**config.mk**
```make
export PLATFORM = sky130hd
export DESIGN_NAME = csr_file
export DESIGN_NICKNAME = d
export VERILOG_FILES = /design/src/source/csr_pkg.sv /design/src/source/csr_write_decode.sv /design/src/source/csr_counters.sv /design/src/source/csr_trap_regs.sv /design/src/source/csr_irq_regs.sv /design/src/source/csr_read_mux.sv /design/src/source/csr_file.sv
export VERILOG_INCLUDE_DIRS = /design/src /design/src/source
export SDC_FILE = /design/constraint.sdc
export NUM_CORES = 1
export LEC_CHECK = 0
export BUFFER_PORTS_ARGS = -buffer_cell sky130_fd_sc_hd__buf_2
export CAP_MARGIN = 20
export CORE_MARGIN = 3
export CORE_UTILIZATION = 50
export CTS_CLUSTER_DIAMETER = 80
export DETAILED_ROUTE_END_ITERATION = 10
export HOLD_SLACK_MARGIN = 0.1
export PLACE_DENSITY = 0.71
export SYNTH_ARGS = -nofsm -noshare
export SYNTH_HDL_FRONTEND = slang
export SYNTH_SLANG_ARGS = --single-unit
```
**constraint.sdc**
```tcl
create_clock -name clk_i -period 7.1 [get_ports clk_i]
set_clock_uncertainty 0.15 [all_clocks]
set_input_delay 1.065 -clock clk_i [delete_from_list [all_inputs] [get_ports clk_i]]
set_output_delay 1.065 -clock clk_i [all_outputs]
set_load 0.1 [all_outputs]
```
**src/source/csr_config.svh**
```systemverilog
// width, reset and constant-value macros for the machine-mode CSR file
`ifndef CSR_CONFIG_SVH
`define CSR_CONFIG_SVH

// register width of the RV32 core, one machine word
`define CSR_XLEN 32

// the cycle and instret counters are 64 bits on RV32 as well,
// software reads them as a low half and a high half
`define CSR_CNT_W 64

// trap vector base after reset, direct mode since the low two bits are zero
`define CSR_MTVEC_RESET 32'h0000_0100

// misa with MXL=1 for a 32-bit hart, extension bits I (bit 8) and M (bit 12)
`define CSR_MISA_VALUE 32'h4000_1100

`endif

```
**src/source/csr_pkg.sv**
```systemverilog
// shared word, counter and cause types plus the CSR address enum
`include "csr_config.svh"

package csr_pkg;

    // one architectural register word
    typedef logic [`CSR_XLEN-1:0] csr_word_t;

    // full-width counter value, split into two words on reads
    typedef logic [`CSR_CNT_W-1:0] csr_cnt_t;

    // exception or interrupt code as the trap controller reports it
    typedef logic [3:0] csr_cause_t;

    // addresses this CSR file knows about
    // the ID registers (mvendorid and friends) are not listed,
    // they fall into the read-zero default of the read port
    typedef enum logic [11:0] {
        // machine trap setup
        MSTATUS   = 12'h300,
        MISA      = 12'h301,
        MIE       = 12'h304,
        MTVEC     = 12'h305,
        // machine trap handling
        MSCRATCH  = 12'h340,
        MEPC      = 12'h341,
        MCAUSE    = 12'h342,
        MTVAL     = 12'h343,
        MIP       = 12'h344,
        // machine counters, low halves
        MCYCLE    = 12'hB00,
        MINSTRET  = 12'hB02,
        // machine counters, high halves
        MCYCLEH   = 12'hB80,
        MINSTRETH = 12'hB82,
        // user-level read-only aliases of the cycle counter
        CYCLE     = 12'hC00,
        CYCLEH    = 12'hC80
    } csr_addr_e;

endpackage

```
**src/source/csr_write_decode.sv**
```systemverilog
// software write decoder producing one write strobe per writable CSR
`timescale 1ns/1ps

module csr_write_decode (
    input  logic        we_i,
    input  logic [11:0] waddr_i,
    output logic        wr_mstatus_o,
    output logic        wr_mie_o,
    output logic        wr_mtvec_o,
    output logic        wr_mscratch_o,
    output logic        wr_mepc_o,
    output logic        wr_mcause_o,
    output logic        wr_mtval_o
);

    // this is the only address compare on the write side,
    // the register blocks just look at their own strobe
    always_comb begin
        wr_mstatus_o  = 1'b0;
        wr_mie_o      = 1'b0;
        wr_mtvec_o    = 1'b0;
        wr_mscratch_o = 1'b0;
        wr_mepc_o     = 1'b0;
        wr_mcause_o   = 1'b0;
        wr_mtval_o    = 1'b0;
        // no enable means no strobe whatever the address bus holds
        if (we_i) begin
            case (waddr_i)
                csr_pkg::MSTATUS: begin
                    wr_mstatus_o = 1'b1;
                end
                csr_pkg::MIE: begin
                    wr_mie_o = 1'b1;
                end
                csr_pkg::MTVEC: begin
                    wr_mtvec_o = 1'b1;
                end
                csr_pkg::MSCRATCH: begin
                    wr_mscratch_o = 1'b1;
                end
                csr_pkg::MEPC: begin
                    wr_mepc_o = 1'b1;
                end
                csr_pkg::MCAUSE: begin
                    wr_mcause_o = 1'b1;
                end
                csr_pkg::MTVAL: begin
                    wr_mtval_o = 1'b1;
                end
                // misa, mip and the counters are read-only here,
                // and unmapped addresses are simply ignored
                default: begin
                end
            endcase
        end
    end

endmodule

```
**src/source/csr_counters.sv**
```systemverilog
// free-running cycle counter and retired-instruction counter
`timescale 1ns/1ps

module csr_counters (
    input  logic              clk_i,
    input  logic              n_rst_i,
    input  logic              instret_incr_i,
    output csr_pkg::csr_cnt_t mcycle_o,
    output csr_pkg::csr_cnt_t minstret_o
);

    csr_pkg::csr_cnt_t mcycle;
    csr_pkg::csr_cnt_t minstret;

    // mcycle counts every clock edge once reset is released,
    // and it also serves the user cycle alias on the read side
    always_ff @(posedge clk_i or negedge n_rst_i) begin
        if (!n_rst_i) begin
            mcycle <= '0;
        end else begin
            mcycle <= mcycle + 1'b1;
        end
    end

    // minstret only moves on the retire strobe from writeback,
    // at most one instruction retires per cycle in this core
    always_ff @(posedge clk_i or negedge n_rst_i) begin
        if (!n_rst_i) begin
            minstret <= '0;
        end else if (instret_incr_i) begin
            minstret <= minstret + 1'b1;
        end
    end

    // both counters are read-only, software writes never reach them
    assign mcycle_o   = mcycle;
    assign minstret_o = minstret;

endmodule

```
**src/source/csr_trap_regs.sv**
```systemverilog
// mstatus, mtvec, mscratch, mepc, mcause and mtval with trap entry and return updates
`timescale 1ns/1ps
`include "csr_config.svh"

module csr_trap_regs (
    input  logic                clk_i,
    input  logic                n_rst_i,
    input  csr_pkg::csr_word_t  wdata_i,
    input  logic                wr_mstatus_i,
    input  logic                wr_mtvec_i,
    input  logic                wr_mscratch_i,
    input  logic                wr_mepc_i,
    input  logic                wr_mcause_i,
    input  logic                wr_mtval_i,
    input  logic                set_cause_i,
    input  logic                ie_type_i,
    input  csr_pkg::csr_cause_t trap_cause_i,
    input  logic                set_epc_i,
    input  csr_pkg::csr_word_t  epc_i,
    input  logic                set_mtval_i,
    input  csr_pkg::csr_word_t  mtval_i,
    input  logic                mstatus_ie_clear_i,
    input  logic                mstatus_ie_set_i,
    output csr_pkg::csr_word_t  mstatus_o,
    output csr_pkg::csr_word_t  mtvec_o,
    output csr_pkg::csr_word_t  mscratch_o,
    output csr_pkg::csr_word_t  mepc_o,
    output csr_pkg::csr_word_t  mcause_o,
    output csr_pkg::csr_word_t  mtval_o,
    output logic                mstatus_ie_o
);

    // global machine interrupt enable (MIE) and its saved copy (MPIE)
    logic               mstatus_ie;
    logic               mstatus_pie;
    csr_pkg::csr_word_t mtvec;
    csr_pkg::csr_word_t mscratch;
    csr_pkg::csr_word_t mepc;
    csr_pkg::csr_word_t mcause;
    csr_pkg::csr_word_t mtval;

    // software write first, then trap entry, then trap return
    // MPIE comes up as 1 so the first mret after reset enables interrupts
    always_ff @(posedge clk_i or negedge n_rst_i) begin
        if (!n_rst_i) begin
            mstatus_ie  <= 1'b0;
            mstatus_pie <= 1'b1;
        end else if (wr_mstatus_i) begin
            mstatus_ie  <= wdata_i[3];
            mstatus_pie <= wdata_i[7];
        end else if (mstatus_ie_clear_i) begin
            // trap entry saves the enable and masks further interrupts
            mstatus_pie <= mstatus_ie;
            mstatus_ie  <= 1'b0;
        end else if (mstatus_ie_set_i) begin
            // mret brings the saved enable back
            mstatus_ie  <= mstatus_pie;
            mstatus_pie <= 1'b1;
        end
    end

    // mstatus layout has MPP at 12:11 (always machine mode), MPIE at 7, MIE at 3
    assign mstatus_o = csr_pkg::csr_word_t'({2'b11, 3'b000, mstatus_pie, 3'b000, mstatus_ie,
                                            3'b000});
    assign mstatus_ie_o = mstatus_ie;

    // trap vector base and mode, fully writable by software
    always_ff @(posedge clk_i or negedge n_rst_i) begin
        if (!n_rst_i) begin
            mtvec <= `CSR_MTVEC_RESET;
        end else if (wr_mtvec_i) begin
            mtvec <= wdata_i;
        end
    end

    // scratch word for the trap handler, hardware never touches it
    always_ff @(posedge clk_i or negedge n_rst_i) begin
        if (!n_rst_i) begin
            mscratch <= '0;
        end else if (wr_mscratch_i) begin
            mscratch <= wdata_i;
        end
    end

    // the hardware epc wins over a software write in the same cycle
    // only IALIGN=32 is supported, so the two low bits stay zero
    always_ff @(posedge clk_i or negedge n_rst_i) begin
        if (!n_rst_i) begin
            mepc <= '0;
        end else if (set_epc_i) begin
            mepc <= {epc_i[`CSR_XLEN-1:2], 2'b00};
        end else if (wr_mepc_i) begin
            mepc <= {wdata_i[`CSR_XLEN-1:2], 2'b00};
        end
    end

    // the trap controller writes the interrupt flag in the top bit and the code
    // in the bottom nibble, clearing the rest, while software may store any word
    always_ff @(posedge clk_i or negedge n_rst_i) begin
        if (!n_rst_i) begin
            mcause <= '0;
        end else if (set_cause_i) begin
            mcause <= {ie_type_i, {(`CSR_XLEN-5){1'b0}}, trap_cause_i};
        end else if (wr_mcause_i) begin
            mcause <= wdata_i;
        end
    end

    // faulting address or instruction, again hardware before software
    always_ff @(posedge clk_i or negedge n_rst_i) begin
        if (!n_rst_i) begin
            mtval <= '0;
        end else if (set_mtval_i) begin
            mtval <= mtval_i;
        end else if (wr_mtval_i) begin
            mtval <= wdata_i;
        end
    end

    assign mtvec_o    = mtvec;
    assign mscratch_o = mscratch;
    assign mepc_o     = mepc;
    assign mcause_o   = mcause;
    assign mtval_o    = mtval;

endmodule

```
**src/source/csr_irq_regs.sv**
```systemverilog
// mie enable bits written by software and mip pending bits sampled from the irq lines
`timescale 1ns/1ps

module csr_irq_regs (
    input  logic               clk_i,
    input  logic               n_rst_i,
    input  csr_pkg::csr_word_t wdata_i,
    input  logic               wr_mie_i,
    input  logic               irq_software_i,
    input  logic               irq_timer_i,
    input  logic               irq_external_i,
    output csr_pkg::csr_word_t mie_o,
    output csr_pkg::csr_word_t mip_o,
    output logic               mie_external_o,
    output logic               mie_timer_o,
    output logic               mie_sw_o,
    output logic               mip_external_o,
    output logic               mip_timer_o,
    output logic               mip_sw_o
);

    // both words only implement the machine-level bits: external at 11,
    // timer at 7 and software at 3, everything else reads zero
    logic mie_external;
    logic mie_timer;
    logic mie_sw;
    logic mip_external;
    logic mip_timer;
    logic mip_sw;

    always_ff @(posedge clk_i or negedge n_rst_i) begin
        if (!n_rst_i) begin
            mie_external <= 1'b0;
            mie_timer    <= 1'b0;
            mie_sw       <= 1'b0;
        end else if (wr_mie_i) begin
            mie_external <= wdata_i[11];
            mie_timer    <= wdata_i[7];
            mie_sw       <= wdata_i[3];
        end
    end

    // the pending bits follow the irq levels one edge late,
    // software writes to mip have no effect
    always_ff @(posedge clk_i or negedge n_rst_i) begin
        if (!n_rst_i) begin
            mip_external <= 1'b0;
            mip_timer    <= 1'b0;
            mip_sw       <= 1'b0;
        end else begin
            mip_external <= irq_external_i;
            mip_timer    <= irq_timer_i;
            mip_sw       <= irq_software_i;
        end
    end

    assign mie_o = csr_pkg::csr_word_t'({mie_external, 3'b000, mie_timer, 3'b000, mie_sw, 3'b000});
    assign mip_o = csr_pkg::csr_word_t'({mip_external, 3'b000, mip_timer, 3'b000, mip_sw, 3'b000});

    assign mie_external_o = mie_external;
    assign mie_timer_o    = mie_timer;
    assign mie_sw_o       = mie_sw;
    assign mip_external_o = mip_external;
    assign mip_timer_o    = mip_timer;
    assign mip_sw_o       = mip_sw;

endmodule

```
**src/source/csr_read_mux.sv**
```systemverilog
// combinational CSR read multiplexer with write-to-read bypass
`timescale 1ns/1ps
`include "csr_config.svh"

module csr_read_mux (
    input  logic [11:0]        raddr_i,
    input  logic               we_i,
    input  logic [11:0]        waddr_i,
    input  csr_pkg::csr_word_t wdata_i,
    input  csr_pkg::csr_word_t mstatus_i,
    input  csr_pkg::csr_word_t mie_i,
    input  csr_pkg::csr_word_t mtvec_i,
    input  csr_pkg::csr_word_t mscratch_i,
    input  csr_pkg::csr_word_t mepc_i,
    input  csr_pkg::csr_word_t mcause_i,
    input  csr_pkg::csr_word_t mtval_i,
    input  csr_pkg::csr_word_t mip_i,
    input  csr_pkg::csr_cnt_t  mcycle_i,
    input  csr_pkg::csr_cnt_t  minstret_i,
    output csr_pkg::csr_word_t rdata_o
);

    // the register contents selected by address alone
    csr_pkg::csr_word_t reg_data;

    always_comb begin
        case (raddr_i)
            csr_pkg::MSTATUS: begin
                reg_data = mstatus_i;
            end
            csr_pkg::MISA: begin
                reg_data = `CSR_MISA_VALUE;
            end
            csr_pkg::MIE: begin
                reg_data = mie_i;
            end
            csr_pkg::MTVEC: begin
                reg_data = mtvec_i;
            end
            csr_pkg::MSCRATCH: begin
                reg_data = mscratch_i;
            end
            csr_pkg::MEPC: begin
                reg_data = mepc_i;
            end
            csr_pkg::MCAUSE: begin
                reg_data = mcause_i;
            end
            csr_pkg::MTVAL: begin
                reg_data = mtval_i;
            end
            csr_pkg::MIP: begin
                reg_data = mip_i;
            end
            // user cycle and cycleh share the machine counter
            csr_pkg::MCYCLE, csr_pkg::CYCLE: begin
                reg_data = mcycle_i[`CSR_XLEN-1:0];
            end
            csr_pkg::MCYCLEH, csr_pkg::CYCLEH: begin
                reg_data = mcycle_i[`CSR_CNT_W-1:`CSR_XLEN];
            end
            csr_pkg::MINSTRET: begin
                reg_data = minstret_i[`CSR_XLEN-1:0];
            end
            csr_pkg::MINSTRETH: begin
                reg_data = minstret_i[`CSR_CNT_W-1:`CSR_XLEN];
            end
            // the ID registers and anything unmapped read as zero
            default: begin
                reg_data = '0;
            end
        endcase
    end

    // a write in the same cycle to the address being read is forwarded,
    // which holds even for read-only addresses whose register keeps its value
    assign rdata_o = (we_i && (waddr_i == raddr_i)) ? wdata_i : reg_data;

endmodule

```
**src/source/csr_file.sv**
```systemverilog
// top level of the machine-mode CSR file connecting decoder, register blocks and read port
`timescale 1ns/1ps

module csr_file (
    input  logic                clk_i,
    input  logic                n_rst_i,
    input  logic                irq_software_i,
    input  logic                irq_timer_i,
    input  logic                irq_external_i,
    input  logic [11:0]         raddr_i,
    output csr_pkg::csr_word_t  rdata_o,
    input  logic                we_i,
    input  logic [11:0]         waddr_i,
    input  csr_pkg::csr_word_t  wdata_i,
    input  logic                instret_incr_i,
    input  logic                ie_type_i,
    input  logic                set_cause_i,
    input  csr_pkg::csr_cause_t trap_cause_i,
    input  logic                set_epc_i,
    input  csr_pkg::csr_word_t  epc_i,
    input  logic                set_mtval_i,
    input  csr_pkg::csr_word_t  mtval_i,
    input  logic                mstatus_ie_clear_i,
    input  logic                mstatus_ie_set_i,
    output logic                mstatus_ie_o,
    output logic                mie_external_o,
    output logic                mie_timer_o,
    output logic                mie_sw_o,
    output logic                mip_external_o,
    output logic                mip_timer_o,
    output logic                mip_sw_o,
    output csr_pkg::csr_word_t  mtvec_o,
    output csr_pkg::csr_word_t  epc_o
);

    // per-register write strobes from the decoder
    logic wr_mstatus;
    logic wr_mie;
    logic wr_mtvec;
    logic wr_mscratch;
    logic wr_mepc;
    logic wr_mcause;
    logic wr_mtval;

    // register contents heading for the read port
    csr_pkg::csr_word_t mstatus;
    csr_pkg::csr_word_t mscratch;
    csr_pkg::csr_word_t mcause;
    csr_pkg::csr_word_t mtval;
    csr_pkg::csr_word_t mie;
    csr_pkg::csr_word_t mip;
    csr_pkg::csr_cnt_t  mcycle;
    csr_pkg::csr_cnt_t  minstret;

    csr_write_decode csr_write_decode_inst (
        .we_i          (we_i),
        .waddr_i       (waddr_i),
        .wr_mstatus_o  (wr_mstatus),
        .wr_mie_o      (wr_mie),
        .wr_mtvec_o    (wr_mtvec),
        .wr_mscratch_o (wr_mscratch),
        .wr_mepc_o     (wr_mepc),
        .wr_mcause_o   (wr_mcause),
        .wr_mtval_o    (wr_mtval)
    );

    csr_counters csr_counters_inst (
        .clk_i          (clk_i),
        .n_rst_i        (n_rst_i),
        .instret_incr_i (instret_incr_i),
        .mcycle_o       (mcycle),
        .minstret_o     (minstret)
    );

    // mtvec and mepc go straight out to the fetch redirect logic
    csr_trap_regs csr_trap_regs_inst (
        .clk_i              (clk_i),
        .n_rst_i            (n_rst_i),
        .wdata_i            (wdata_i),
        .wr_mstatus_i       (wr_mstatus),
        .wr_mtvec_i         (wr_mtvec),
        .wr_mscratch_i      (wr_mscratch),
        .wr_mepc_i          (wr_mepc),
        .wr_mcause_i        (wr_mcause),
        .wr_mtval_i         (wr_mtval),
        .set_cause_i        (set_cause_i),
        .ie_type_i          (ie_type_i),
        .trap_cause_i       (trap_cause_i),
        .set_epc_i          (set_epc_i),
        .epc_i              (epc_i),
        .set_mtval_i        (set_mtval_i),
        .mtval_i            (mtval_i),
        .mstatus_ie_clear_i (mstatus_ie_clear_i),
        .mstatus_ie_set_i   (mstatus_ie_set_i),
        .mstatus_o          (mstatus),
        .mtvec_o            (mtvec_o),
        .mscratch_o         (mscratch),
        .mepc_o             (epc_o),
        .mcause_o           (mcause),
        .mtval_o            (mtval),
        .mstatus_ie_o       (mstatus_ie_o)
    );

    csr_irq_regs csr_irq_regs_inst (
        .clk_i          (clk_i),
        .n_rst_i        (n_rst_i),
        .wdata_i        (wdata_i),
        .wr_mie_i       (wr_mie),
        .irq_software_i (irq_software_i),
        .irq_timer_i    (irq_timer_i),
        .irq_external_i (irq_external_i),
        .mie_o          (mie),
        .mip_o          (mip),
        .mie_external_o (mie_external_o),
        .mie_timer_o    (mie_timer_o),
        .mie_sw_o       (mie_sw_o),
        .mip_external_o (mip_external_o),
        .mip_timer_o    (mip_timer_o),
        .mip_sw_o       (mip_sw_o)
    );

    // mepc is read back from the same wire that drives epc_o
    csr_read_mux csr_read_mux_inst (
        .raddr_i    (raddr_i),
        .we_i       (we_i),
        .waddr_i    (waddr_i),
        .wdata_i    (wdata_i),
        .mstatus_i  (mstatus),
        .mie_i      (mie),
        .mtvec_i    (mtvec_o),
        .mscratch_i (mscratch),
        .mepc_i     (epc_o),
        .mcause_i   (mcause),
        .mtval_i    (mtval),
        .mip_i      (mip),
        .mcycle_i   (mcycle),
        .minstret_i (minstret),
        .rdata_o    (rdata_o)
    );

endmodule

```
# Word level (Yosys, flattened, before mapping)
# Index checks and enable logic that the tools add are counted.
[op_classes] eq_ne=23 mux=28 reduce_logical=7 addsub=2
[op_table] operator="32-bit one-hot mux with 13 select lines" n=1
[op_table] operator="32-bit 2-to-1 mux" n=7
[op_table] operator="12-bit by 10-bit == test with 1-bit output, second input constant" n=16
[op_table] operator="64-bit by 1-bit adder with 64-bit output, second input constant" n=2
[op_table] operator="12-bit == test, second input constant" n=6
[op_table] operator="1-bit 2-to-1 mux" n=20
[op_table] operator="12-bit == test" n=1
[op_table] operator="2-bit nonzero test" n=3
[op_table] operator="2-bit OR reduction" n=2
[op_table] operator="3-bit nonzero test" n=1
[op_table] operator="1-bit logical AND" n=1
[word_totals] out_inout_bits=103 ff_bits=296

# Depth between registers and ports, before layout
# Gate-level depths: netlist of run 1.
[logic_depth] ltp_word=5 depth_mapped=9

# Modules after synthesis
# Synthesis of run 1 repeated with hierarchy kept, for this count alone.
[hier_totals] cells_unflattened=1768 area_unflattened_um2=18049.8
[modules_own_cells] module="csr_trap_regs" seq_area_each_um2=4006.3 cells_per_inst=560 n_inst=1 area_per_inst_um2=7309.5
[modules_own_cells] module="csr_counters" seq_area_each_um2=3203.1 cells_per_inst=538 n_inst=1 area_per_inst_um2=5884.4
[modules_own_cells] module="csr_read_mux" seq_area_each_um2=0.0 cells_per_inst=578 n_inst=1 area_per_inst_um2=4043.9
[modules_own_cells] module="csr_irq_regs" seq_area_each_um2=150.1 cells_per_inst=74 n_inst=1 area_per_inst_um2=668.1
[modules_own_cells] module="csr_write_decode" seq_area_each_um2=0.0 cells_per_inst=18 n_inst=1 area_per_inst_um2=143.9

# Least setup slack after synthesis of run 1
# No wires, ideal clock.
[synth_timing] path_kind="input -> output" start="in raddr_i[0]" end="out rdata_o[25]" slack_ns=1.450 required_ns=5.885 t_arrival_ns=4.435 cell_stages=8 cell_sequence="clkbuf_1 or4b_2 nor3_1 clkbuf_1 nand2_1 o21ai_0 a221oi_1 a31oi_1"
[synth_between] elab_chain_len=4 word_cells_on_any_way=21 cone_classes="16 x eq/ne; 2 x mux; 3 x reduce/logical"
[synth_lines] item="start, declared" line="csr_file.sv:10" source="input logic [11:0] raddr_i,"
[synth_lines] item="12-bit == test" line="csr_read_mux.sv:27" source="case (raddr_i)"
[synth_lines] item="2-bit OR reduction" line="csr_read_mux.sv:27"
[synth_lines] item="32-bit one-hot mux with 13 select lines" line="csr_read_mux.sv:27"
[synth_lines] item="32-bit 2-to-1 mux *" line="csr_read_mux.sv:77" source="assign rdata_o = (we_i && (waddr_i == raddr_i)) ? wdata_i : reg_data;"
[synth_lines] item="end, declared" line="csr_file.sv:11" source="output csr_pkg::csr_word_t rdata_o,"
# Every way passes the cells marked *; elsewhere a longest branch is shown, timed or not.

# Final worst setup path of run 1
[layout_timing] start="in raddr_i[6]" end="out rdata_o[14]"
# The elaborated chain is that of the path after synthesis.

==> results_dict.tcl, run 1 <==
set metrics [dict create \
    status "completed" \
    design.die.area_um2 32800 \
    grt_pass1_vias 12200 \
    clock_sinks 294 \
    final_hold_viol_count 0 \
    final_layout_size_suffix_gt1_frac 0.271 \
    post_synthesis_cells 1425 \
    place.gp.congestion 0.890 \
    clkLatencyLatePin_ns 0.52 \
    power.ir.vdd_worst_mv 0.157 \
    starting_utilization_of_the_core_area 0.511 \
    p_total_w 0.00401 \
    fin_ws_ns 1.60 \
    dp.final_hpwl_um 33200 \
    finalSetupTns_ns 0 \
    timing.final.crit_period_ns 5.50 \
    antenna_violations_before_repair 1 \
    buffers_from_clock_root_to_sink_at_most 3 \
    timing.final.crit_share 0.775 \
    worstSetupStartpointType "input pin" \
    reg2reg_to "csr_counters_inst.minstret_o[63]" \
    drt_pre_antenna_iters 6 \
    detailroute.via_count 12400 \
    globalRouteOverflowTotal 0 \
    place_worst_setup_slack_ns 1.72 \
    cts_resized 0 \
    synth.mux.area_fraction 0.158 \
    worst-r2r-setup-slack_ns 3.87 \
    synth.ff_latch_count 294 \
    remaining_number_of_nets_flagged_by_the_antenna_check_after_routing 0 \
    die_width_um 181 \
    detail_route.vias_per_cell 6.07 \
    crit_path_start "raddr_i[6]" \
    synth_largest_area_cell "dfrtp_1" \
    syn_to_final_growth_pct 17.6 \
    synth.cell_area_um2 15300 \
    hold-worst-slack_ns 0.325 \
    cts_hold_buf 0 \
    cts_tree "built" \
    critPathArrivalTime_ns 4.28 \
    cts.reportedPaths.clkPinSlew_ns 0.06 \
    postSynth.topFlopCell "dfrtp_1" \
    async_flop_share 1.00 \
    synth_top_family_by_area "multiplexers" \
    synth_adder_area_share 0.00163 \
    path_max_fanout 14 \
    timing.max_slew.rel_slack 0.284 \
    yosys.cell_types.count 67 \
    hp-class "reg2reg" \
    pwr_density_cell_nw_per_um2 223 \
    max_slew.worst_pin.slew_ns 1.07 \
    initialDrtViolationCount 1178 \
    totalWireLength_um 46100 \
    dp.cells 1985 \
    stdcell_count 2049 \
    postSynthAreaPerCell_um2 10.7 \
    grt_max_degree 138 \
    area.sequential_um2 7360 \
    worstPathRequired_ns 5.88 \
    die_height_um 181 \
    worst-r2r-cell-count 6 \
    fillCellCount 2522 \
    final_number_of_setup_violating_endpoints 0 \
    routed_wire_length_per_instance_um 22.5 \
    h-tree-depth 2 \
    cts_made_buffers 35 \
    power.leakage_nw 8.60 \
    ys_seq_area_frac 0.480 \
    cts_setup_buffers 0 \
    synth_simple_gate_area_share 0.150 \
    post_synth_most_frequent_cells "dfrtp_1, nand2_1, mux2i_1, nor2_1, o21ai_0" \
    core-area_um2 30000 \
    critPathCapture "rdata_o[14]" \
    multi_input_gate_area_in_the_final_layout_um2 7620 \
    yosys.cell_count.top_type "dfrtp_1" \
    io_pins 240 \
    clock_tree.root_cell "clkbuf_16" \
    yosysWarnings 0 \
    insertedDiodeCount 0 \
    port_buffers 235 \
    max_cap_viol_count 0 \
    timing_worst_setup_path_type "in2out" \
    global_route_wire_length_before_repair_um 71200 \
    slew_violations 0 \
    synth-edff-count 0 \
    rsz0062_at_grt "false" \
    grt_use_total 0.273 \
    timing.rr.start "csr_counters_inst.minstret_o[3]" \
    endpoint_kind "output port" \
    final_nets 1772 \
    synth_xor_xnor_area_share 0.0783 \
    fp-row-count 63 \
    synth.top_cells.by_area "dfrtp_1, mux2i_1, mux2_2" \
    drc 0 \
    synth_top_area_frac 0.477 \
    max_freq_mhz 182 \
    post_synthesis_compound_gate_area_fraction 0.103 \
]
report_power, final:
part | leakage [nW] | total, W | internal [W] | switching (W)
clock network | 0.540 | 0.00172 | 0.00101 | 0.000702
logic | 4.15 | 0.000494 | 0.000137 | 0.000357
registers | 3.91 | 0.00180 | 0.00174 | 0.0000614
routing by layer:
layer,share of wire,vias up,track usage
met5,0.00028,-,0
met4,0.032,2,0.0844
met3,0.079,95,0.0517
met2,0.46,496,0.422
met1,0.43,6256,0.395
li1,-,5593,-
area by class of cell:
type | instances | area share
timing repair buffer | 256 | 0.0752
tap | 390 | 0.0271
inverter | 21 | 0.00438
clock inverter | 8 | 0.00361
sequential | 294 | 0.409
multi-input combinational | 1025 | 0.423
clock buffer | 55 | 0.0579
worst min-delay path by stage:
| stage | from | to | slack (ns) | cells after the start |
|---|---|---|---|---|
| final | csr_trap_regs_inst.mtval_o[28] | csr_trap_regs_inst.mtval_o[28] | 0.33 | 2 |
| after global routing | csr_trap_regs_inst.mcause_o[31] | csr_trap_regs_inst.mcause_o[31] | 0.35 | 1 |
| after CTS | csr_trap_regs_inst.mtval_o[0] | csr_trap_regs_inst.mtval_o[0] | 0.33 | 2 |
| after detailed placement | csr_trap_regs_inst.mtval_o[0] | csr_trap_regs_inst.mtval_o[0] | 0.32 | 2 |
| after global placement | csr_trap_regs_inst.mcause_o[2] | csr_trap_regs_inst.mcause_o[2] | 0.30 | 1 |
| after floorplan | csr_counters_inst.mcycle_o[63] | csr_counters_inst.mcycle_o[63] | 0.29 | 1 |
critical path, stage by stage:
cell and delay (ns):
buf_2 0.28, or4b_2 0.78, nor4_2 0.85, buf_4 0.33, a32oi_1 0.11, a31oi_1 0.35
buf_2 0.50
registers in the layout (all words and copies together) (netlist names), 30 cells and up:
signal / cells
csr_counters_inst.mcycle_o: 64
csr_trap_regs_inst.mtval_o: 32
csr_trap_regs_inst.mtvec_o: 32
csr_trap_regs_inst.mepc_o: 30
csr_counters_inst.minstret_o: 64
csr_trap_regs_inst.mscratch_o: 32
csr_trap_regs_inst.mcause_o: 32
stage by stage:
stage | instance area, um2 | util
4_1_cts | 18000 | 0.601
5_1_grt | 18000 | 0.601
3_3_place_gp | 16900 | 0.564
6_report | 18000 | 0.601
2_1_floorplan | 15300 | -
3_5_place_dp | 16900 | 0.564
layout by cell type, fill, tap and decap left out, types with 4 or more instances in the layout:
cell	count
dfrtp_1	292
buf_2	235
nand2_1	142
mux2i_1	103
nor2_1	96
o21ai_0	87
mux2_2	82
xnor2_1	79
xor2_1	58
nand3_1	41
a22o_1	37
clkbuf_16	36
nand4_1	35
nor3_1	25
a21oi_1	22
inv_1	21
a221oi_1	21
a31oi_1	21
mux4_2	21
buf_4	19
and3_1	14
a22oi_1	14
clkbuf_1	12
nor4_1	9
and4_1	8
and2_1	7
o22ai_1	7
clkbuf_8	7
nor3_2	6
nor2b_1	6
or2_2	5
nor4_4	5
or4_1	5
or4b_2	5
a222oi_1	5
a21o_1	4
or3_1	4
logic make-up (layout without fill, tap and decap cells):
logic type,Yosys count,after routing
AO/OA/AOI/OAI,237,237
XOR/XNOR,137,137
adder cells (fa/ha/maj),2,2
buffers and inverters,107,340
flip-flops,294,294
multiplexers,206,206
other,1,2
AND/OR/NAND/NOR,441,441
Power figures use the tool's default switching activity.
==> inputs of run 2 (changes only) <==
Clock period 7.1 ns to 5.7 ns, I/O delays scaled along.
==> run 2 against run 1 <==
Against the previous run:
- routed wire length grew 0.38%
- flip-flop and latch count stayed put
- final cell count is essentially flat
- highest routed layer is now met4
- hold slack worse by 0.12 ns
- critical path type unchanged
- clock power increased by 26%
==> results_dict.tcl, run 2 (synthesis results as in run 1) <==
set metrics [dict create \
    path_max_fanout 14 \
    timing.rr.start "csr_counters_inst.minstret_o[3]" \
    max_slew.worst_pin.slew_ns 0.879 \
    syn_to_final_growth_pct 18.0 \
    drc 0 \
    dp.cells 1990 \
    cell_internal_pwr_w 0.00363 \
    final_nets 1777 \
    worstPathRequired_ns 4.70 \
    totalWireLength_um 46200 \
    timing.max_slew.rel_slack 0.412 \
    worstSetupStartpointType "input pin" \
    total_buffers_and_inverters_traversed_by_the_critical_path 2 \
    initialDrtViolationCount 1194 \
    final_layout_size_suffix_gt1_frac 0.277 \
    stdcell_count 2051 \
    cts_hold_buf 0 \
    power.leakage_nw 8.65 \
    max_cap_viol_count 0 \
    power.ir.vdd_worst_mv 0.252 \
    critical_path.slowest_cell "or4b_2" \
    detailroute.via_count 12400 \
    final_hold_viol_count 0 \
    core-area_um2 30000 \
    port_buffers 235 \
    remaining_number_of_nets_flagged_by_the_antenna_check_after_routing 0 \
    dp.final_hpwl_um 33400 \
    fillCellCount 2472 \
    grt_pass1_vias 12500 \
    total_switching_power_w 0.00140 \
    die_height_um 181 \
    crit_chain "buf_2 > or4b_2 > nor3_1 > nand2_1 > o22ai_1 > a21oi_1 > a31oi_1 > buf_2" \
    cts_made_buffers 34 \
    routed_wire_length_per_instance_um 22.5 \
    p_seq_frac 0.446 \
    finalSetupTns_ns 0 \
    clock_tree.root_cell "clkbuf_16" \
    slew_violations 0 \
    timing.final.crit_period_ns 4.81 \
    globalRouteOverflowTotal 0 \
    clock_sinks 294 \
    worst_path_dominant_cell_family "simple AND/OR/NAND/NOR gates" \
    hp-class "in2async" \
    grt_use_total 0.279 \
    timing.critical_path.mode_cell "buf_2" \
    pwr_density_cell_nw_per_um2 278 \
    die_width_um 181 \
    critPathArrivalTime_ns 3.80 \
    antenna_violations_before_repair 1 \
    clock_power_share 0.431 \
    worst-r2r-cell-count 6 \
    clkLatencyLatePin_ns 0.51 \
    endpoint_kind "output port" \
    global_route_wire_length_before_repair_um 72800 \
    final_cell_mix "dfrtp_1, buf_2, nand2_1, mux2i_1, nor2_1" \
    timing.final.crit_share 0.843 \
    fp-row-count 63 \
    p_total_w 0.00503 \
    crit_path_start "raddr_i[6]" \
    cts_tree "built" \
    final_common_cell "dfrtp_1" \
    detail_route.vias_per_cell 6.06 \
    wp_depth 8 \
    drt_pre_antenna_iters 5 \
    cts_resized 0 \
    cts.reportedPaths.clkPinSlew_ns 0.06 \
    status "completed" \
    buffers_from_clock_root_to_sink_at_most 3 \
    place.gp.congestion 0.950 \
    timing_worst_setup_path_type "in2out" \
    final_number_of_setup_violating_endpoints 0 \
    design.die.area_um2 32800 \
    insertedDiodeCount 0 \
    sw_frac_of_total 0.279 \
    rsz0062_at_grt "false" \
    h-tree-depth 2 \
    max_freq_mhz 208 \
    starting_utilization_of_the_core_area 0.511 \
    io_pins 240 \
    grt_max_degree 101 \
    crit_path_max_incr_delay_ns 0.77 \
    combinationalPowerShare 0.122 \
    cts_setup_buffers 0 \
]
run 2: cell count changes in the layout (fill, tap and decap cells not counted), moves of 2 or more:
cell	before	now
clkinv_2	3	7
clkbuf_1	12	4
buf_12	1	3
buf_2	235	233
buf_4	19	23
clkbuf_8	7	9
run 2: path summary, 6_finish.rpt:
| path | end | slack (ns) |
|---|---|---|
| max reg2reg | csr_counters_inst.minstret_o[63] | 2.44 |
| max | rdata_o[0] | 0.89 |
| min reg2reg | csr_counters_inst.mcycle_o[63] | 0.32 |
| min | csr_counters_inst.minstret_o[35] | 0.20 |
| max in group asynchronous | csr_trap_regs_inst.mscratch_o[29] | 3.86 |
| min in group clk_i | csr_irq_regs_inst.mip_timer_o | 0.30 |
run 2: worst register-to-register path, cell delays in order (launching register included):
cell,delay [ns]
dfrtp_1,0.45
nand4_1,0.39
or3_1,0.58
nor3_1,0.58
nor4b_2,0.59
nand3_1,0.24
xnor2_1,0.18
run 2: per-stage QoR:
step	worst slack (ns)	hold WS, ns	area, um2	utilization
floorplan	0.470	0.291	15300	-
global placement	0.988	0.307	17000	0.566
detailed placement	0.937	0.310	17000	0.566
CTS	0.932	0.256	18100	0.603
global route	0.849	0.261	18100	0.604
finish	0.894	0.204	18100	0.604
run 2: power by group through the flow:
stage          registers [W]  logic [W]  clock network, W
6_report             0.00224   0.000615           0.00217
3_5_place_dp         0.00228   0.000612                 0
4_1_cts              0.00224   0.000616           0.00219
2_1_floorplan        0.00244   0.000216                 0
3_3_place_gp         0.00227   0.000606                 0
5_1_grt              0.00225   0.000660           0.00227
run 2: final cells by class:
| cell class | count | area (um2) | share of cell area |
|---|---|---|---|
| Clock buffer | 48 | 1010 | 0.0561 |
| Timing Repair Buffer | 262 | 1430 | 0.0793 |
| Multi-Input combinational cell | 1025 | 7610 | 0.421 |
| Clock inverter | 11 | 91.3 | 0.00505 |
| Tap cell | 390 | 488 | 0.0270 |
| Inverter | 21 | 78.8 | 0.00436 |
| Sequential cell | 294 | 7360 | 0.407 |
run 2: metal layers:
| layer | track usage | vias to the layer above | routed length, um |
|---|---|---|---|
| met5 | 0 | - | 0 |
| li1 | - | 5601 | - |
| met3 | 0.0612 | 84 | 3810 |
| met4 | 0.0835 | 0 | 1390 |
| met2 | 0.441 | 542 | 21400 |
| met1 | 0.391 | 6201 | 19700 |
==> inputs of run 3 (changes only) <==
Settings changed: ABC_AREA set to 1, PLACE_DENSITY 0.71 to 0.7.
Clock period 5.7 ns to 4.9 ns, I/O delays scaled along.
==> run 3 against run 2 <==
Against the previous run:
- via count increased by 46%
- global-route usage grew 8.6 points
- die area up 16%
- combinational power rose by 15%
- synthesized area grew 17%
- cell area up 16%
- first-iteration DRC count is 49% higher
- flip-flop and latch count unchanged
- sequential share of layout area down 5.6 points
- clock-buffer cell count is 1 lower
- critical path type unchanged
==> results_dict.tcl, run 3 <==
set metrics [dict create \
    status "completed" \
    slew_violations 0 \
    critPathCapture "rdata_o[18]" \
    crit_path_max_incr_delay_ns 0.85 \
    timing.final.crit_period_ns 4.27 \
    postSynth.topFlopCell "dfrtp_1" \
    design.die.area_um2 38100 \
    final_hold_viol_count 0 \
    timing.rr.start "csr_counters_inst.minstret_o[33]" \
    synth.top_cells.by_area "dfrtp_1, nand2_1, nand3_1" \
    multi_input_gate_area_in_the_final_layout_um2 9050 \
    synth_adder_area_share 0.00140 \
    hp-class "in2reg" \
    postLayoutCoreUtil 0.600 \
    dp.final_hpwl_um 52000 \
    cts_tree "built" \
    grt_use_total 0.366 \
    critical_path.slowest_cell "o21ai_0" \
    clkLatencyLatePin_ns 0.57 \
    finalSetupTns_ns 0 \
    pwr_density_cell_nw_per_um2 286 \
    detailroute.via_count 18100 \
    antenna_violations_before_repair 2 \
    routed_wire_length_per_instance_um 22.4 \
    h-tree-depth 2 \
    port_buffers 235 \
    cts_setup_buffers 0 \
    clock_tree.root_cell "clkbuf_16" \
    timing.critical_path.mode_cell "nand2_1" \
    dr.max_layer_used "met4" \
    globalRouteOverflowTotal 0 \
    finish.instance_area_um2 21000 \
    place.gp.congestion 0.974 \
    final_layout_size_suffix_gt1_frac 0.167 \
    worst-r2r-cell-count 9 \
    synth_top_family_by_area "simple AND/OR/NAND/NOR gates" \
    crit_path_start "raddr_i[4]" \
    final_number_of_setup_violating_endpoints 0 \
    die_width_um 195 \
    post_synth_most_frequent_cells "nand2_1, nand3_1, dfrtp_1, nor2_1, inv_1" \
    synth_simple_gate_area_share 0.368 \
    cts.reportedPaths.clkPinSlew_ns 0.06 \
    final_cell_mix "nand2_1, nand3_1, dfrtp_1, nor2_1, inv_1" \
    drt_pre_antenna_iters 6 \
    totalWireLength_um 70200 \
    synth-edff-count 0 \
    post_synthesis_compound_gate_area_fraction 0.0805 \
    async_flop_share 1.00 \
    postSynthAreaPerCell_um2 7.26 \
    grt_max_degree 110 \
    synth_top_area_frac 0.408 \
    power.leakage_nw 10.3 \
    worstPathRequired_ns 4.01 \
    detail_route.vias_per_cell 5.78 \
    final_common_cell "nand2_1" \
    buffers_from_clock_root_to_sink_at_most 3 \
    final_nets 2794 \
    io_pins 240 \
    critPathArrivalTime_ns 3.38 \
    power.ir.vdd_worst_mv 0.297 \
    global_route_wire_length_before_repair_um 107000 \
    area.sequential_um2 7360 \
    die_height_um 195 \
    max_slew.worst_pin.slew_ns 1.03 \
    synth.mux.area_fraction 0 \
    drc 0 \
    timing.max_slew.rel_slack 0.316 \
    synth.cell_area_um2 17900 \
    dr_wl_met2_um 32000 \
    worstSetupStartpointType "input pin" \
    fp-row-count 68 \
    cts_made_buffers 36 \
    fillCellCount 3326 \
    reg2reg_to "csr_counters_inst.minstret_o[63]" \
    synth_largest_area_cell "dfrtp_1" \
    max_freq_mhz 234 \
    core-area_um2 35000 \
    drt-met1-wl_um 28700 \
    endpoint_kind "output port" \
    yosysWarnings 0 \
    timing_worst_setup_path_type "in2out" \
    syn_to_final_growth_pct 17.1 \
    synth_xor_xnor_area_share 0.0533 \
    remaining_number_of_nets_flagged_by_the_antenna_check_after_routing 0 \
    timing.final.crit_share 0.870 \
    yosys.cell_types.count 47 \
    ys_seq_area_frac 0.411 \
    detailed_place.area_um2 19800 \
    yosys.cell_count.top_type "nand2_1" \
    synth.ff_latch_count 294 \
    clock_sinks 294 \
    cts_resized 0 \
    cts_hold_buf 1 \
    met3WireLength_um 6770 \
    post_synthesis_cells 2468 \
    crit_chain "buf_2 > nor2_2 > nand2_2 > nor2_1 > buf_4 > nand2_1 > o21ai_0 > inv_1 > nand3_1 > nand3_2 > nand2_1 > buf_12" \
    worst-r2r-setup-slack_ns 2.49 \
    rsz0062_at_grt "false" \
    max_cap_viol_count 0 \
    grt_pass1_vias 17600 \
    initialDrtViolationCount 1777 \
    starting_utilization_of_the_core_area 0.512 \
    path_max_fanout 12 \
]
==> run 3: changes by cell type after synthesis, sizes merged, moves of 82 or more <==
cell	before	now
nand2	143	578
mux2	82	0
o21ai	87	201
nand3	41	362
inv	21	246
nor2	97	319
mux2i	103	0
==> run 3: metal layers <==
metal | up-vias | track usage
met1 | 8672 | 0.492
met5 | - | 0
li1 | 8435 | -
met3 | 153 | 0.0889
met2 | 873 | 0.574
met4 | 0 | 0.141
==> run 3: worst max-delay path, delay by kind of cell <==
kind,cells,cell delay (ns)
AO/OA/AOI/OAI,1,0.85
buffers and inverters,4,0.61
AND/OR/NAND/NOR,7,1.17
==> run 3: cell type report <==
class | count | share of cell area
inverter | 246 | 0.0440
clock buffer | 47 | 0.0459
timing repair buffer | 263 | 0.0914
antenna | 2 | 0.000239
sequential | 294 | 0.351
multi-input combinational | 1814 | 0.431
clock inverter | 16 | 0.00913
tap | 455 | 0.0271
==> run 3: report_power, final <==
group | internal [W] | switching (W) | total (W)
combinational | 0.000155 | 0.000552 | 0.000707
sequential | 0.00252 | 0.0000869 | 0.00261
clock | 0.00156 | 0.00112 | 0.00268
==> run 3: worst min-delay path by stage <==
stage                                                 from                               end  slack (ns)  depth (start not counted)
after floorplan                                    n_rst_i     csr_counters_inst.mcycle_o[0]        0.29                          0
after global placement    csr_counters_inst.minstret_o[62]  csr_counters_inst.minstret_o[62]        0.31                          2
after detailed placement  csr_counters_inst.minstret_o[62]  csr_counters_inst.minstret_o[62]        0.31                          2
after CTS                                   irq_external_i  csr_irq_regs_inst.mip_external_o        0.10                          1
after global routing                        irq_external_i  csr_irq_regs_inst.mip_external_o        0.11                          1
final                                       irq_external_i  csr_irq_regs_inst.mip_external_o        0.12                          1
==> run 3: kinds of logic (layout without fill, tap and decap cells) <==
group,after synthesis,count (layout)
other,1,4
buffers and inverters,361,572
xor gates and xnor gates,109,109
DFF,294,294
adders and majority gates,2,2
and+or+nand+nor,1425,1425
AOI/OAI and AO/OA,276,276
==> run 3: metrics by stage <==
step	hold slack, ns	cells	power [W]	worst slack (ns)
after detailed placement	0.312	3071	0.00335	0.782
after global routing	0.111	3137	0.00618	0.576
after CTS	0.101	3135	0.00602	0.761
final	0.117	3137	0.00600	0.635
after global placement	0.305	3071	0.00334	0.804
after floorplan	0.289	2469	0.00309	1.55
